$ cat config.mk
export PLATFORM = sky130hd
export DESIGN_NAME = harness_top
export DESIGN_NICKNAME = d
export VERILOG_FILES = /design/src/logic/rocket_harness_pkg.sv /design/src/logic/harness_top.sv /design/src/logic/muldiv_stub.sv /design/src/logic/pma_map.sv /design/src/logic/reset_stretcher.sv /design/src/logic/tl_responder.sv
export SDC_FILE = /design/constraint.sdc
export NUM_CORES = 1
export LEC_CHECK = 0
export ABC_CLOCK_PERIOD_IN_PS = 8100
export BUFFER_PORTS_ARGS = -buffer_cell sky130_fd_sc_hd__buf_2
export CAP_MARGIN = 20
export CORE_UTILIZATION = 40
export CTS_CLUSTER_SIZE = 8
export DETAILED_ROUTE_END_ITERATION = 10
export HOLD_SLACK_MARGIN = 0.12
export SETUP_SLACK_MARGIN = 0.2
export SLEW_MARGIN = 10
export SYNTH_ARGS = -nofsm -noshare
export SYNTH_HDL_FRONTEND = slang
export SYNTH_SLANG_ARGS = --single-unit
$ cat constraint.sdc
create_clock -name clock -period 8.1 [get_ports clock]
set_input_delay 1.215 -clock clock [delete_from_list [all_inputs] [get_ports clock]]
set_output_delay 1.215 -clock clock [all_outputs]
set_load 0.05 [all_outputs]
$ cat src/logic/rocket_harness_pkg.sv
package rocket_harness_pkg;

	localparam int xlen = 64;
	localparam int xlen_bytes = xlen / 8;
	localparam int addr_width = 32;
	localparam int size_width = 4;
	localparam int source_width = 1;
	localparam int tl_count_width = 16; // Byte offset within a burst

	// TL-UL A channel
	localparam logic [2:0] opcode_a_putfulldata = 3'd0;
	localparam logic [2:0] opcode_a_putpartialdata = 3'd1;
	localparam logic [2:0] opcode_a_get = 3'd4;

	// TL-UL D channel
	localparam logic [2:0] opcode_d_accessack = 3'd0;
	localparam logic [2:0] opcode_d_accessackdata = 3'd1;

	// Address map with exclusive limits and flags A R W X C
	localparam int pma_region_count = 7;
	localparam logic [xlen-1:0] pma_base [pma_region_count] = '{
		64'h0000_0000, 64'h0000_3000, 64'h0001_0000, 64'h0200_0000,
		64'h0c00_0000, 64'h6000_0000, 64'h8000_0000
	};
	localparam logic [xlen-1:0] pma_limit [pma_region_count] = '{
		64'h0000_1000, 64'h0000_4000, 64'h0002_0000, 64'h0201_0000,
		64'h1000_0000, 64'h8000_0000, 64'h8000_4000
	};
	localparam logic [4:0] pma_modes [pma_region_count] = '{
		5'b11110, // debug controller
		5'b11110, // error device
		5'b01010, // rom
		5'b11100, // clint
		5'b11100, // interrupt controller
		5'b01110, // mmio
		5'b11110  // dtim
	};

	localparam int reset_stretch_cycles = 5;
	localparam int reset_count_width = $clog2(reset_stretch_cycles + 1);

	localparam int muldiv_fn_width = 4;
	localparam int muldiv_tag_width = 5;
	localparam logic [xlen-1:0] muldiv_fallback = 64'd123456789;
	localparam logic [xlen-1:0] muldiv_key [8] = '{
		64'h2cdf52a55876063e, // mul
		64'h15d01651f6583fb7, // mulh
		64'hea3969edecfbe137, // mulhsu
		64'hd13db50d949ce5e8, // mulhu
		64'h29bbf66f7f8529ec, // div
		64'h8c629acb10e8fd70, // divu
		64'hf5b7d8538da68fa5, // rem
		64'hbc4402413138d0e1  // remu
	};

	// Doubleword result or two halves for the word form
	typedef union packed {
		logic [xlen-1:0] dword;
		struct packed {
			logic [31:0] upper;
			logic [31:0] lower;
		} word;
	} muldiv_result_t;

endpackage

$ cat src/logic/harness_top.sv
`timescale 1ns/1ps

module harness_top (
	input  logic                                            clock,
	input  logic                                            reset,

	input  logic                                            a_valid,
	input  logic [2:0]                                      a_opcode,
	input  logic [2:0]                                      a_param,
	input  logic [rocket_harness_pkg::size_width-1:0]       a_size,
	input  logic [rocket_harness_pkg::source_width-1:0]     a_source,
	input  logic [rocket_harness_pkg::addr_width-1:0]       a_address,
	input  logic [rocket_harness_pkg::xlen_bytes-1:0]       a_mask,
	input  logic [rocket_harness_pkg::xlen-1:0]             a_data,
	output logic                                            a_ready,

	input  logic                                            d_ready,
	output logic                                            d_valid,
	output logic [2:0]                                      d_opcode,
	output logic [1:0]                                      d_param,
	output logic [rocket_harness_pkg::size_width-1:0]       d_size,
	output logic [rocket_harness_pkg::source_width-1:0]     d_source,
	output logic                                            d_sink,
	output logic [rocket_harness_pkg::xlen-1:0]             d_data,
	output logic                                            d_denied,
	output logic                                            d_corrupt,

	input  logic                                            req_valid,
	input  logic [rocket_harness_pkg::muldiv_fn_width-1:0]  req_fn,
	input  logic                                            req_dw,
	input  logic [rocket_harness_pkg::xlen-1:0]             req_in1,
	input  logic [rocket_harness_pkg::xlen-1:0]             req_in2,
	input  logic [rocket_harness_pkg::muldiv_tag_width-1:0] req_tag,
	input  logic                                            kill,
	output logic                                            req_ready,

	input  logic                                            resp_ready,
	output logic                                            resp_valid,
	output logic [rocket_harness_pkg::xlen-1:0]             resp_data,
	output logic [rocket_harness_pkg::muldiv_tag_width-1:0] resp_tag
);

	logic core_reset; // Stretched reset for both peripherals

	reset_stretcher i_reset_stretcher (
		.clock      (clock),
		.reset      (reset),
		.core_reset (core_reset)
	);

	tl_responder i_tl_responder (
		.clock      (clock),
		.core_reset (core_reset),
		.a_valid    (a_valid),
		.a_opcode   (a_opcode),
		.a_param    (a_param),
		.a_size     (a_size),
		.a_source   (a_source),
		.a_address  (a_address),
		.a_mask     (a_mask),
		.a_data     (a_data),
		.a_ready    (a_ready),
		.d_ready    (d_ready),
		.d_valid    (d_valid),
		.d_opcode   (d_opcode),
		.d_param    (d_param),
		.d_size     (d_size),
		.d_source   (d_source),
		.d_sink     (d_sink),
		.d_data     (d_data),
		.d_denied   (d_denied),
		.d_corrupt  (d_corrupt)
	);

	muldiv_stub i_muldiv_stub (
		.clock      (clock),
		.core_reset (core_reset),
		.req_valid  (req_valid),
		.req_fn     (req_fn),
		.req_dw     (req_dw),
		.req_in1    (req_in1),
		.req_in2    (req_in2),
		.req_tag    (req_tag),
		.kill       (kill),
		.req_ready  (req_ready),
		.resp_ready (resp_ready),
		.resp_valid (resp_valid),
		.resp_data  (resp_data),
		.resp_tag   (resp_tag)
	);

endmodule

$ cat src/logic/muldiv_stub.sv
`timescale 1ns/1ps

module muldiv_stub (
	input  logic                                            clock,
	input  logic                                            core_reset,

	input  logic                                            req_valid,
	input  logic [rocket_harness_pkg::muldiv_fn_width-1:0]  req_fn,
	input  logic                                            req_dw,
	input  logic [rocket_harness_pkg::xlen-1:0]             req_in1,
	input  logic [rocket_harness_pkg::xlen-1:0]             req_in2,
	input  logic [rocket_harness_pkg::muldiv_tag_width-1:0] req_tag,
	input  logic                                            kill,
	output logic                                            req_ready,

	input  logic                                            resp_ready,
	output logic                                            resp_valid,
	output logic [rocket_harness_pkg::xlen-1:0]             resp_data,
	output logic [rocket_harness_pkg::muldiv_tag_width-1:0] resp_tag
);
	import rocket_harness_pkg::*;

	logic                        busy;
	logic                        done;
	logic [xlen-1:0]             sum;
	logic [xlen-1:0]             diff;
	muldiv_result_t              raw;
	muldiv_result_t              result;
	logic [xlen-1:0]             held_data;
	logic [muldiv_tag_width-1:0] held_tag;

	always_comb begin
		sum = req_in1 + req_in2;
		diff = req_in1 - req_in2;
		raw.dword = muldiv_fallback;
		case (req_fn)
			4'd0, 4'd1, 4'd3: raw.dword = sum ^ muldiv_key[req_fn[2:0]];
			4'd2, 4'd4, 4'd5, 4'd6, 4'd7: raw.dword = diff ^ muldiv_key[req_fn[2:0]];
			default: begin
			end
		endcase

		result = raw;
		if (!req_dw) begin
			result.word.upper = {32{raw.word.lower[31]}}; // Word form
		end
	end

	assign req_ready = !busy && !core_reset;
	assign resp_valid = done;
	assign resp_data = held_data;
	assign resp_tag = held_tag;

	always_ff @(posedge clock) begin
		if (core_reset || kill) begin
			busy <= 1'b0;
			done <= 1'b0;
		end else begin
			if (req_valid && req_ready) begin
				busy <= 1'b1;
			end
			if (busy) begin
				done <= 1'b1; // One cycle of work
			end
			if (resp_valid && resp_ready) begin
				busy <= 1'b0;
				done <= 1'b0;
			end
		end
	end

	always_ff @(posedge clock) begin
		if (req_valid && req_ready) begin
			held_data <= result.dword;
			held_tag <= req_tag;
		end
	end

endmodule

$ cat src/logic/pma_map.sv
`timescale 1ns/1ps

module pma_map (
	input  logic [rocket_harness_pkg::xlen-1:0] address,
	input  logic [1:0]                          log2len,
	output logic                                mode_a,
	output logic                                mode_r,
	output logic                                mode_w,
	output logic                                mode_x,
	output logic                                mode_c
);
	import rocket_harness_pkg::*;

	logic [xlen-1:0] address_last;
	logic [4:0]      modes_first;
	logic [4:0]      modes_last;
	logic            misaligned;

	function automatic logic [4:0] region_modes(input logic [xlen-1:0] addr);
		logic [4:0] modes;
		modes = '0; // Unmapped
		for (int i = 0; i < pma_region_count; i++) begin
			if (addr >= pma_base[i] && addr < pma_limit[i]) begin
				modes = pma_modes[i];
			end
		end
		return modes;
	endfunction

	always_comb begin
		address_last = address + (xlen'(1) << log2len) - xlen'(1);
		modes_first = region_modes(address);
		modes_last = region_modes(address_last);

		case (log2len)
			2'd1: misaligned = address[0];
			2'd2: misaligned = |address[1:0];
			2'd3: misaligned = |address[2:0];
			default: misaligned = 1'b0;
		endcase
	end

	// Access must stay inside one region
	always_comb begin
		{mode_a, mode_r, mode_w, mode_x, mode_c} = modes_first & modes_last;
		if (misaligned) begin
			// Execute survives a misaligned access
			{mode_a, mode_r, mode_w, mode_c} = 4'b0000;
		end
	end

endmodule

$ cat src/logic/reset_stretcher.sv
`timescale 1ns/1ps

module reset_stretcher (
	input  logic clock,
	input  logic reset,
	output logic core_reset
);
	import rocket_harness_pkg::*;

	logic [reset_count_width-1:0] count;

	always_ff @(posedge clock) begin
		if (reset) begin
			count <= reset_count_width'(reset_stretch_cycles);
		end else if (count != '0) begin
			count <= count - 1'b1;
		end
	end

	// Held until the countdown drains
	assign core_reset = reset || (count != '0);

endmodule

$ cat src/logic/tl_responder.sv
`timescale 1ns/1ps

module tl_responder (
	input  logic                                        clock,
	input  logic                                        core_reset,

	input  logic                                        a_valid,
	input  logic [2:0]                                  a_opcode,
	input  logic [2:0]                                  a_param,
	input  logic [rocket_harness_pkg::size_width-1:0]   a_size,
	input  logic [rocket_harness_pkg::source_width-1:0] a_source,
	input  logic [rocket_harness_pkg::addr_width-1:0]   a_address,
	input  logic [rocket_harness_pkg::xlen_bytes-1:0]   a_mask,
	input  logic [rocket_harness_pkg::xlen-1:0]         a_data,
	output logic                                        a_ready,

	input  logic                                        d_ready,
	output logic                                        d_valid,
	output logic [2:0]                                  d_opcode,
	output logic [1:0]                                  d_param,
	output logic [rocket_harness_pkg::size_width-1:0]   d_size,
	output logic [rocket_harness_pkg::source_width-1:0] d_source,
	output logic                                        d_sink,
	output logic [rocket_harness_pkg::xlen-1:0]         d_data,
	output logic                                        d_denied,
	output logic                                        d_corrupt
);
	import rocket_harness_pkg::*;

	logic                      busy;
	logic                      last;
	logic [2:0]                op_opcode;
	logic [size_width-1:0]     op_size;
	logic [source_width-1:0]   op_source;
	logic [addr_width-1:0]     op_address;
	logic [tl_count_width-1:0] count;      // Bytes already sent
	logic [tl_count_width-1:0] next_count;
	logic [tl_count_width-1:0] total_bytes;
	logic [1:0]                log2len;
	logic                      mode_r;
	logic                      mode_w;

	// Beat width caps the checked span
	assign log2len = (op_size > size_width'(3)) ? 2'd3 : op_size[1:0];

	pma_map i_pma_map (
		.address (xlen'(op_address)),
		.log2len (log2len),
		.mode_a  (),
		.mode_r  (mode_r),
		.mode_w  (mode_w),
		.mode_x  (),
		.mode_c  ()
	);

	assign d_valid = busy;
	assign a_ready = !core_reset && (!busy || (last && d_valid && d_ready));

	assign total_bytes = tl_count_width'(1) << op_size;
	assign next_count = count + tl_count_width'(xlen_bytes);

	always_comb begin
		d_opcode = opcode_d_accessack;
		d_param = 2'd0;
		d_size = op_size;
		d_source = op_source;
		d_sink = 1'b0;
		d_data = '0;
		d_denied = 1'b1;  // Unsupported by default
		d_corrupt = 1'b1;
		last = 1'b1;

		case (op_opcode)
			opcode_a_get: begin
				d_opcode = opcode_d_accessackdata;
				d_data = xlen'(op_address + addr_width'(count)); // Beat address as data
				d_denied = !mode_r;
				d_corrupt = !mode_r; // Denied data is also corrupt
				last = next_count >= total_bytes;
			end
			opcode_a_putfulldata: begin
				d_denied = !mode_w;
				d_corrupt = 1'b0;
			end
			default: begin
			end
		endcase
	end

	always_ff @(posedge clock) begin
		if (core_reset) begin
			busy <= 1'b0;
		end else begin
			if (d_valid && d_ready && last) begin
				busy <= 1'b0;
			end
			if (a_valid && a_ready) begin
				busy <= 1'b1;
			end
		end
	end

	always_ff @(posedge clock) begin
		if (d_valid && d_ready && !last) begin
			count <= next_count;
		end
		if (a_valid && a_ready) begin
			op_opcode <= a_opcode;
			op_size <= a_size;
			op_source <= a_source;
			op_address <= a_address;
			count <= '0;
		end
	end

endmodule

-- Word-level counts from Yosys, hierarchy flattened
Memories as Yosys holds them, arrays and structs flattened.
Index checks and enable logic that the tools add are counted.
- register bits: 131
- memory bits (read-only): 512
- bits of input ports: 260
- output and inout port bits: 150
- logic and storage cells: 138
- memories kept: 1
- memory list (name ; depth ; width ; rd ports ; clocked after Yosys merged registers in ; write ports ; RTL line ; RTL):
    (name not given) ; 8 ; 64 ; 1 ; 0 ; 0 ; muldiv_stub.sv:37 ; 4'd0, 4'd1, 4'd3: raw.dword = sum ^ muldiv_key[req_fn[2:0]];
- add/sub/neg operators: 7
- $lt $le $gt $ge: 31
- equality and inequality tests: 11
- shifts and indexed selects: 2
- mux-type cells: 29
- bitwise logic cells: 4
- reductions and logical operators: 42
- operators with widths (operator ; number):
    two-way mux 64 bit ; 3
    < comparator 64 x 32 -> 1 bit, second input constant ; 2
    case mux 64 bit (2 select lines) ; 1
    XOR 64 bit ; 2
    adder 32 x 64 -> 64 bit ; 1
    adder 64 bit ; 1
    greater-or-equal comparator 64 x 1 -> 1 bit, second input constant ; 1
    greater-or-equal comparator 64 x 14 -> 1 bit, second input constant ; 1
    greater-or-equal comparator 64 x 17 -> 1 bit, second input constant ; 1
    greater-or-equal comparator 64 x 26 -> 1 bit, second input constant ; 1
    greater-or-equal comparator 64 x 28 -> 1 bit, second input constant ; 1
    greater-or-equal comparator 64 x 31 -> 1 bit, second input constant ; 1
    greater-or-equal comparator 64 x 32 -> 1 bit, second input constant ; 1
    < comparator 32 bit, second input constant ; 2
    < comparator 64 x 13 -> 1 bit, second input constant ; 1
    < comparator 64 x 15 -> 1 bit, second input constant ; 1
    < comparator 64 x 18 -> 1 bit, second input constant ; 1
    < comparator 64 x 26 -> 1 bit, second input constant ; 1
    < comparator 64 x 29 -> 1 bit, second input constant ; 1
    << shifter 1 x 2 -> 64 bit, first input constant ; 1
    subtractor 64 x 1 -> 64 bit, second input constant ; 1
    subtractor 64 bit ; 1
    two-way mux 4 bit ; 14
    adder 32 x 16 -> 33 bit ; 1
    41 further kinds ; 84

-- Logic depth before layout (Yosys ltp)
Gate-level depths: netlist of run 1.
- word-level depth: 18
- gate-level depth with buffers: 23
- depth with buffers taken out: 22

-- By module
Synthesis of run 1 repeated with hierarchy kept, for this count alone.
- cell total of the unflattened synthesis: 3129
- area total of the unflattened synthesis: 23427.5 sq um
- by module, submodules not included (module ; times used ; cells an instance ; area an instance (sq um) ; sequential area each (sq um)):
    muldiv_stub ; 1 ; 1608 ; 12012.8 ; 2112.0
    pma_map ; 1 ; 1075 ; 7186.9 ; 0.0
    tl_responder ; 1 ; 429 ; 4061.4 ; 1481.4
    reset_stretcher ; 1 ; 17 ; 166.4 ; 60.1

-- Least setup slack after synthesis of run 1
OpenSTA, ideal clock, no wires.
- path type: input port to flip-flop
- from: input req_in2[5] (netlist bit)
- to: register i_muldiv_stub.held_data[60], in the netlist i_muldiv_stub.resp_data[60] (data pin)
- arrival time: 6111 ps
- data required time: 7835 ps
- slack: 1723 ps
- stages: 21
- buffers on the path: 2
- cell sequence: or4_4 -> or4_4 -> or3b_4 -> or2_0 -> buf_2 -> nor3_1 -> nand3_1 -> o21ai_0 -> xor2_1 -> ha_1 -> clkdlybuf4s50_2 -> a21o_1 -> a21o_1 -> a21oi_1 -> nor2b_1 -> o21ai_0 -> nand2b_1 -> a21oi_1 -> o31ai_1 -> mux2i_1 -> or3_1
- RTL lines (item ; RTL line ; RTL):
    from (decl) ; harness_top.sv:32 ; input logic [rocket_harness_pkg::xlen-1:0] req_in2,
    to (signal assigned) ; muldiv_stub.sv:74 ; held_data <= result.dword;
    to (decl) ; muldiv_stub.sv:29 ; logic [xlen-1:0] held_data;

-- Worst setup path in the final report of run 1
- from: register i_tl_responder.op_size[1], in the netlist i_tl_responder.d_size[1]
- to: output d_corrupt
- word-level cells in the longest chain between the ends: 18
- elaborated cells between the ends (all ways): 41
- classes of those cells: 2 x add/sub; 15 x order compare; 3 x eq/ne; 1 x shift; 11 x mux; 1 x bitwise; 8 x reduce/logical
- ends and longest elaborated chain (item ; RTL line ; RTL):
    from (decl) ; tl_responder.sv:33 ; logic [size_width-1:0] op_size;
    from (signal assigned) ; tl_responder.sv:109 ; op_size <= a_size;
    greater-than comparator 4 x 2 -> 1 bit ; tl_responder.sv:44 ; assign log2len = (op_size > size_width'(3)) ? 2'd3 : op_size[1:0];
    two-way mux 2 bit (*) ; tl_responder.sv:44 ;
    << shifter 1 x 2 -> 64 bit ; pma_map.sv:31 ; address_last = address + (xlen'(1) << log2len) - xlen'(1);
    adder 32 x 64 -> 64 bit ; pma_map.sv:31 ;
    subtractor 64 x 1 -> 64 bit ; pma_map.sv:31 ;
    greater-or-equal comparator 64 x 1 -> 1 bit or < comparator 64 x 13 -> 1 bit (tied branches) ; pma_map.sv:23 ; if (addr >= pma_base[i] && addr < pma_limit[i]) begin
    logical AND 1 bit ; pma_map.sv:23 ;
    two-way mux 4 bit (7 in a row) ; pma_map.sv:23 ;
    AND 4 bit ; pma_map.sv:45 ; {mode_a, mode_r, mode_w, mode_x, mode_c} = modes_first & modes_last;
    two-way mux 1 bit (*) ; pma_map.sv:46 ; if (misaligned) begin
    zero test 1 bit (*) ; tl_responder.sv:78 ; d_corrupt = !mode_r;
    case mux 1 bit (2 select lines) (*) ; tl_responder.sv:73 ; case (op_opcode)
    to (decl) ; harness_top.sv:26 ; output logic d_corrupt,
Every way passes the cells marked *; elsewhere a longest branch is shown, timed or not.

==> results of run 1 <==
==> cell usage in the layout (no fill, tap or decap), types with 62 or more instances in the layout <==
| cell type | netlist | layout |
|---|---|---|
| edfxtp_1 | 109 | 109 |
| nor2_1 | 184 | 184 |
| ha_1 | 182 | 182 |
| a21o_1 | 62 | 62 |
| xnor2_1 | 150 | 150 |
| inv_1 | 102 | 102 |
| xor2_1 | 74 | 74 |
| buf_2 | 1 | 298 |
| a21oi_1 | 156 | 156 |
| nand2_1 | 118 | 118 |
| o21ai_0 | 119 | 119 |
==> power by group through the flow <==
| stage | combinational, uW | sequential, uW | clock [uW] |
|---|---|---|---|
| 2_1_floorplan | 761 | 785 | 0 |
| 3_3_place_gp | 1010 | 769 | 0 |
| 3_5_place_dp | 1020 | 769 | 0 |
| 4_1_cts | 1020 | 755 | 814 |
| 5_1_grt | 1140 | 757 | 836 |
| 6_report | 1030 | 755 | 800 |
==> cells by family (layout without fill, tap and decap cells) <==
group | after synthesis | count (layout) | synth area share, %
fa+ha+maj | 185 | 185 | 15.2
compound gates | 532 | 532 | 22.4
mux | 7 | 7 | 0.464
other cells | 1 | 39 | 0.0244
buf+inv | 201 | 442 | 6.06
flops | 128 | 128 | 23.7
xor+xnor | 225 | 225 | 12.9
simple gates | 597 | 597 | 19.3
==> synth_stat cells, drive strengths merged (24+ instances only) <==
library cell	instances	area share, %
nor3	39	1.3
nand2	118	2.9
nand4	30	1.2
o21ai	121	3.9
edfxtp	109	21
a21oi	156	5.1
buf	40	2.0
nor2b	32	1.3
nor2	185	4.5
xnor2	150	8.5
a21o	64	3.1
nand3	50	1.6
ha	182	15
inv	103	2.5
o31ai	24	1.2
clkbuf	54	1.3
xor2	74	4.2
or3	26	1.1
==> worst register-to-register path: stages, from the launching register on <==
cell	delay [ns]
dfxtp_1	0.44
ha_1	0.26
nand3_1	0.16
or2_2	0.38
nor2_1	0.26
nand3_1	0.20
inv_1	0.09
nand3_1	0.13
xnor2_1	0.32
ha_1	0.31
and3_1	0.17
a21oi_1	0.30
nand3_1	0.55
or3_1	0.51
a21oi_1	0.14
==> per-stage QoR <==
step	setup WS (ns)	hold slack [ns]	cells	power (uW)
5_1_grt	0.998	0.493	2664	2730
6_report	1.43	0.475	2666	2580
2_1_floorplan	1.72	0.431	1911	1550
4_1_cts	1.40	0.476	2663	2590
3_5_place_dp	1.15	0.464	2631	1790
3_3_place_gp	1.17	0.446	2631	1780
==> state kept, by name (all words and copies together) (netlist names), 3 cells and up <==
name / flops
i_tl_responder.op_address: 32
i_muldiv_stub.resp_tag: 5
i_muldiv_stub.resp_data: 64
i_tl_responder.op_opcode: 3
i_tl_responder.count: 13
i_reset_stretcher.count: 3
i_tl_responder.d_size: 4
==> layer usage <==
layer  part of all wire, %  GRT usage [%]  up-vias
met2                    48           40.3      364
met5                 0.028              0        -
met3                   3.3           1.99       45
li1                      -              -     7276
met4                   2.3           7.44        2
met1                    46           30.8     6746
==> final cells by class <==
class / instances / area (um^2) / area share, %
sequential: 128 / 3650 / 20.5
timing repair buffer: 307 / 1560 / 8.76
antenna: 3 / 7.51 / 0.0422
clock buffer: 17 / 425 / 2.39
clock inverter: 15 / 173 / 0.970
multi-input combinational: 1582 / 10900 / 61.5
inverter: 103 / 387 / 2.17
tap: 511 / 639 / 3.59
==> how the worst max path moves through the flow <==
stage | cells past startpoint | to | slack, ns | start
after floorplan | 21 | i_muldiv_stub.resp_data[60] | 1.72 | req_in2[5]
after global placement | 21 | i_muldiv_stub.resp_data[62] | 1.17 | req_in2[5]
after detailed placement | 21 | i_muldiv_stub.resp_data[62] | 1.15 | req_in2[5]
after CTS | 16 | d_corrupt | 1.40 | i_tl_responder.d_size[1]
after global routing | 16 | d_corrupt | 1.0 | i_tl_responder.d_size[1]
final | 16 | d_corrupt | 1.43 | i_tl_responder.d_size[1]
==> results.md, run 1 <==
* Synthesis-stage register bit count at 128
* Pin count of the biggest net entering global routing at 70
* Top FF cell, synth: edfxtp_1
* Max Cap Viol at 0
* HPWL after DPL at 39,200 um
* Layout Nets at 2,584
* Post-Syn Area at 15,400 um^2
* Sink of the worst hold path: i_reset_stretcher.count[2]
* Clock Power Share at 31.0%
* Worst reg2reg path depth at 14
* Clock root cell: clkbuf_16
* Status: complete, no violations
* Initial Util at 40.8%
* Worst Hold Depth at 1
* Vias/cell at 5.41
* Logic pwr share at 39.8%
* R2r endpoint: i_tl_responder.count[7]
* Fmax at 0.150 GHz
* Synth async-reset ratio at 0%
* Ys Warns at 0
* Register share of total power at 29.2%
* Setup TNS at 0 ns
* Htree depth at 4
* Core area at 37,800 um^2
* Setup CP Type: register to primary output
* Min-delay src: i_reset_stretcher.count[2]
* Number of flops mapped to enable cells by yosys at 109
* Remaining Overflow, GRT at 0
* Routed length per instance at 17.6 um
* Share of layout cells above drive strength 1 at 17.4%
* Hold Path Class: register to register
* Port bufs at 298
* GRT Total Usage at 23.4%
* Die Y at 198 um
* Reg2reg setup slack at 3.81 ns
* # resized after CTS at 0
* Row cnt at 71
* First-pass GRT wire length at 72,000 um
* Design area at 17,800 um^2
* Iteration-0 DRC Markers at 875
* Sinks on Clock Net at 128
* Switching power at 963 uW
* Die W at 198 um
* Critical path's slowest cell: a311oi_1
* Initial DRT Pass Iterations at 5
* Setup bufs post-CTS at 0
* Sequential area share after synthesis at 23.7%
* Cells after Synth at 1,876
* Hold buffers post-CTS at 0
* Final period utilization at 82.3%
* Clock Skew at 0.00956 ns
* Via count at 14,400
* Switching share of power at 37.3%
* CP Capture Type: primary output
* Final setup vio count at 0
* Routed Antenna Nets at 0
* Maximum vdd drop at 0.0000933 V
* CTS clk-pin slew, worst paths at 0.06 ns
* Critical path arrival at 5.45 ns
* Synth unique cells at 88
* Delay-heaviest family, CP: compound AO/OA/AOI/OAI gates
* Crit-path cells: nor2b_1 > nand2_1 > ha_1 > inv_1 > ha_1 > a211o_1 > a311oi_1 > o2bb2ai_1 > nor3_1 > o21ai_0 > mux2i_1 > nor4_1 > nand4_1 > o21ai_0 > a41oi_1 > buf_2
* Total Routed Length at 47,000 um
* Via count of the first global-routing pass at 13,300
* DRC violations left at 0
* Fin crit period at 6.67 ns
* Maximum clock path buffer count at 2
* Inserted Clock Buffers at 17
* Req. time, crit path at 6.88 ns
* Antenna violations before repair at 4
* RSZ-0062 raised after global routing: no
* Placer congestion estimate at 0.936
* Worst Path Max Fanout at 10
* Leakage at 0.00792 uW
* Latest clock arrival within the worst-skew pair at 0.43 ns
* R2r startpoint: i_tl_responder.count[4]
* Power per Cell Area at 145 nW/um^2
* Int Pwr at 1620 uW
* Worst-margin pin slew at 0.874 ns
* Buffer and inverter count on the worst path at 2
* Relative slew slack at 40.2%
* Final Util at 47.1%
* Syn avg cell area at 8.20 um^2
* CTS tree: yes
* Synth-to-Final Area Change at 15.6%
* Final hold violations at 0
* Startpoint Class: register
* Die area at 39,300 um^2
* Num ports at 410
* Fillers at 3,745
* Largest stage delay, worst path at 0.73 ns
* Placed inst area at 17,200 um^2
* Max-slew violations at 0
No activity file was read; power rests on OpenSTA's default activity.
==> run 2, diff against run 1 <==
--- a/config.mk
+++ b/config.mk
@@ -5,7 +5,8 @@
 export SDC_FILE = /design/constraint.sdc
 export NUM_CORES = 1
 export LEC_CHECK = 0
-export ABC_CLOCK_PERIOD_IN_PS = 8100
+export ABC_AREA = 1
+export ABC_CLOCK_PERIOD_IN_PS = 6300
 export BUFFER_PORTS_ARGS = -buffer_cell sky130_fd_sc_hd__buf_2
 export CAP_MARGIN = 20
 export CORE_UTILIZATION = 40
==> constraint.sdc (replaced) <==
create_clock -name clock -period 6.3 [get_ports clock]
set_input_delay 0.945 -clock clock [delete_from_list [all_inputs] [get_ports clock]]
set_output_delay 0.945 -clock clock [all_outputs]
set_load 0.05 [all_outputs]
==> results.md, run 2 <==
* Layout Nets at 3,349 (was 2,584)
* CP Depth at 22 (was 16)
* Syn avg cell area at 6.53 um^2 (was 8.20 um^2)
* Synth unique cells at 65 (was 88)
* Synthesis-stage register bit count at 128 (unchanged)
* Top post-synthesis cells by area: edfxtp_1 19%, nand2_1 13%, ha_1 13% (was edfxtp_1 21%, ha_1 15%, xnor2_1 8.5%)
* Die Y at 208 um (was 198 um)
* Total Routed Length at 60,300 um (was 47,000 um)
* Sinks on Clock Net at 128 (unchanged)
* Startpoint Class: input port (was register)
* Clock Skew at 0.0112 ns (was 0.00956 ns)
* Min-delay src: i_muldiv_stub.resp_valid (was i_reset_stretcher.count[2])
* Max FFs per register at 64 (unchanged)
* Dpl cells at 3,424 (was 2,631)
* Initial Util at 40.5% (was 40.8%)
* Sequential Area at 3650 um^2 (unchanged)
* Buffer and inverter count on the worst path at 5 (was 2)
* Sink of the worst hold path: i_muldiv_stub.resp_valid (was i_reset_stretcher.count[2])
* Antenna violations before repair at 1 (was 4)
* Htree depth at 4 (unchanged)
* Via count at 17,700 (was 14,400)
* Hold Path Class: register to register (unchanged)
* Maximum vdd drop at 0.000110 V (was 0.0000933 V)
* Fmax at 0.184 GHz
* Setup CP Type: input port to register (was register to primary output)
* Worst-margin pin slew at 0.955 ns (was 0.874 ns)
* Vias/cell at 5.11 (was 5.41)
* Die area at 43,300 um^2 (was 39,300 um^2)
* GRT Total Usage at 27.5% (was 23.4%)
* Post-Syn Area at 17,000 um^2 (was 15,400 um^2)
* HPWL after DPL at 52,100 um (was 39,200 um)
* Footprint of the multi-input gates at 11,500 um^2 (was 10,900 um^2)
* Synth async-reset ratio at 0% (unchanged)
* Max-slew violations at 0 (unchanged)
* Final hold violations at 0 (unchanged)
* Number of flops mapped to enable cells by yosys at 109 (unchanged)
* Relative slew slack at 36.4% (was 40.2%)
* R2r startpoint: i_tl_responder.count[4] (unchanged)
* Largest stage delay, worst path at 0.46 ns (was 0.73 ns)
* Top cell type by total area after synthesis: edfxtp_1 (unchanged)
* Pin count of the biggest net entering global routing at 70 (unchanged)
* Iteration-0 DRC Markers at 1,044 (was 875)
* Setup TNS at 0 ns (unchanged)
* Port bufs at 298 (unchanged)
* Crit-path cells: buf_2 > inv_1 > ha_1 > nand2_1 > nand3_1 > nand2_2 > buf_4 > o21ai_0 > xor2_1 > ha_1 > a21oi_1 > inv_1 > a21oi_1 > inv_1 > a21oi_1 > o21ai_1 > a21oi_1 > o21bai_2 > o21ai_1 > a21oi_2 > nand2_2 > o21ai_0 (was nor2b_1 > nand2_1 > ha_1 > inv_1 > ha_1 > a211o_1 > a311oi_1 > o2bb2ai_1 > nor3_1 > o21ai_0 > mux2i_1 > nor4_1 > nand4_1 > o21ai_0 > a41oi_1 > buf_2)
* Ys Warns at 0 (unchanged)
* Top FF cell, synth: edfxtp_1 (unchanged)
* Initial DRT Pass Iterations at 5 (unchanged)
* CTS clk-pin slew, worst paths at 0.06 ns (about the same)
* # resized after CTS at 0 (unchanged)
* Max Cap Viol at 0 (unchanged)
* Latest clock arrival within the worst-skew pair at 0.44 ns (was 0.43 ns)
* Most common cell after layout, fill and taps aside: nand2_1 (was buf_2)
* Synth-to-Final Area Change at 15.2% (was 15.6%)
* CP Capture Type: register (was primary output)
* Sequential area share after synthesis at 21.5% (was 23.7%)
* Worst reg2reg path depth at 18 (was 14)
* Hold buffers post-CTS at 0 (unchanged)
* Final setup vio count at 0 (unchanged)
* Req. time, crit path at 6.44 ns (was 6.88 ns)
* Num ports at 410 (unchanged)
* Fillers at 4,453 (was 3,745)
* Routed length per instance at 17.5 um (was 17.6 um)
* Remaining Overflow, GRT at 0 (unchanged)
* Final period utilization at 86.4%
* Synth top cells by count: 608 x nand2_1, 429 x inv_1, 277 x nor2_1 (was 184 x nor2_1, 182 x ha_1, 156 x a21oi_1)
* Inserted Clock Buffers at 17 (unchanged)
* Placer congestion estimate at 1.01 (was 0.936)
* Clock root cell: clkbuf_16 (unchanged)
* Die W at 208 um (was 198 um)
* Critical path arrival at 5.59 ns (was 5.45 ns)
* Critical path's slowest cell: buf_4 (was a311oi_1)
* Commonest cells after routing, fill and taps aside: 608 x nand2_1, 428 x inv_1, 298 x buf_2 (was 298 x buf_2, 184 x nor2_1, 182 x ha_1)
* R2r endpoint: i_tl_responder.op_opcode[1] (was i_tl_responder.count[7])
* CTS tree: yes (unchanged)
* Leakage at 0.00994 uW (was 0.00792 uW)
* Share of the synthesized area in the top cell type at 19.3% (was 21.3%)
* RSZ-0062 raised after global routing: no (unchanged)
* DRC violations left at 0 (unchanged)
* Worst Hold Depth at 2 (was 1)
* Share of layout cells above drive strength 1 at 14.3% (was 17.4%)
* First-pass GRT wire length at 92,300 um (was 72,000 um)
* Fin cells at 3,456 (was 2,666)
* Setup bufs post-CTS at 0 (unchanged)
* Core area at 41,900 um^2 (was 37,800 um^2)
* CP most frequent cell: a21oi_1
* Delay-heaviest family, CP: compound AO/OA/AOI/OAI gates (unchanged)
* Via count of the first global-routing pass at 17,000 (was 13,300)
* Status: complete, no violations (unchanged)
* Cells after Synth at 2,603 (was 1,876)
* Worst Path Max Fanout at 51 (was 10)
* Fin crit period at 5.44 ns
* Row cnt at 75 (was 71)
* Reg2reg setup slack at 1.68 ns (was 3.81 ns)
* Routed Antenna Nets at 0 (unchanged)
* Maximum clock path buffer count at 2 (unchanged)
* Most frequent cell after synthesis: nand2_1 (was nor2_1)
* Power per Cell Area at 191 nW/um^2 (was 145 nW/um^2)
==> run 2: cell count changes after synthesis, moves of 32 or more <==
cell / change
nand2_1: +490
a21o_1: -48
nor2_1: +93
nor2b_1: -32
inv_1: +327
clkbuf_1: -39
xnor2_1: -93
nand3_1: +74
==> run 2: cells by family after synthesis <==
logic type	count (synthesis)	synth area share [%]
simple gates	1198	30.4
buf+inv	502	12.0
compound gates	432	14.3
fa+ha+maj	185	13.7
other cells	1	0.0221
xor+xnor	157	8.09
flops	128	21.5
==> run 2: tightest hold or removal path: stages (launching register included) <==
cell	delay, ns
dfxtp_1	0.33
nor2_1	0.09
nor2_1	0.05
==> run 2: area by class of cell <==
| type | count | share of cell area (%) |
|---|---|---|
| clock buffer | 17 | 2.17 |
| tap | 539 | 3.44 |
| antenna | 1 | 0.0128 |
| sequential | 128 | 18.7 |
| inverter | 440 | 8.43 |
| multi-input combinational | 2008 | 58.5 |
| timing repair buffer | 309 | 8.04 |
| clock inverter | 14 | 0.748 |
==> run 2: stage by stage <==
step / setup WS (ns) / power (uW) / util [%] / area (um^2) / hold WS [ns]
global placement: 0.622 / 2720 / 45.3 / 19000 / 0.483
detailed placement: 0.492 / 2750 / 45.3 / 19000 / 0.496
CTS: 0.896 / 3740 / 46.7 / 19600 / 0.507
finish: 0.856 / 3740 / 46.7 / 19600 / 0.509
floorplan: 1.47 / 2270 / - / 17100 / 0.499
global route: 0.527 / 3980 / 46.7 / 19600 / 0.553
==> run 2: how the worst max path moves through the flow <==
stage                                  start                           to  slack (ns)
global placement                   req_fn[1]  i_muldiv_stub.resp_data[58]        0.62
finish                             req_fn[1]  i_muldiv_stub.resp_data[34]        0.86
floorplan            i_tl_responder.count[4]     i_tl_responder.d_size[0]        1.47
detailed placement                 req_fn[1]  i_muldiv_stub.resp_data[34]        0.49
CTS                 i_tl_responder.d_size[2]                     d_denied        0.90
global route                       req_fn[1]  i_muldiv_stub.resp_data[34]        0.53
==> run 2: layer usage <==
metal | track usage (%) | up-vias | wire (um)
li1 | - | 9049 | -
met1 | 34.5 | 8127 | 27000
met2 | 49.0 | 420 | 29600
met3 | 2.48 | 64 | 2010
met4 | 9.76 | 0 | 1770
met5 | 0 | - | 0
==> run 2: power breakdown <==
part           total, uW  switching [uW]  internal (uW)
Sequential          1030            44.2            985
Combinational       1720            1150            574
Clock                984             429            555
Total               3740            1620           2110
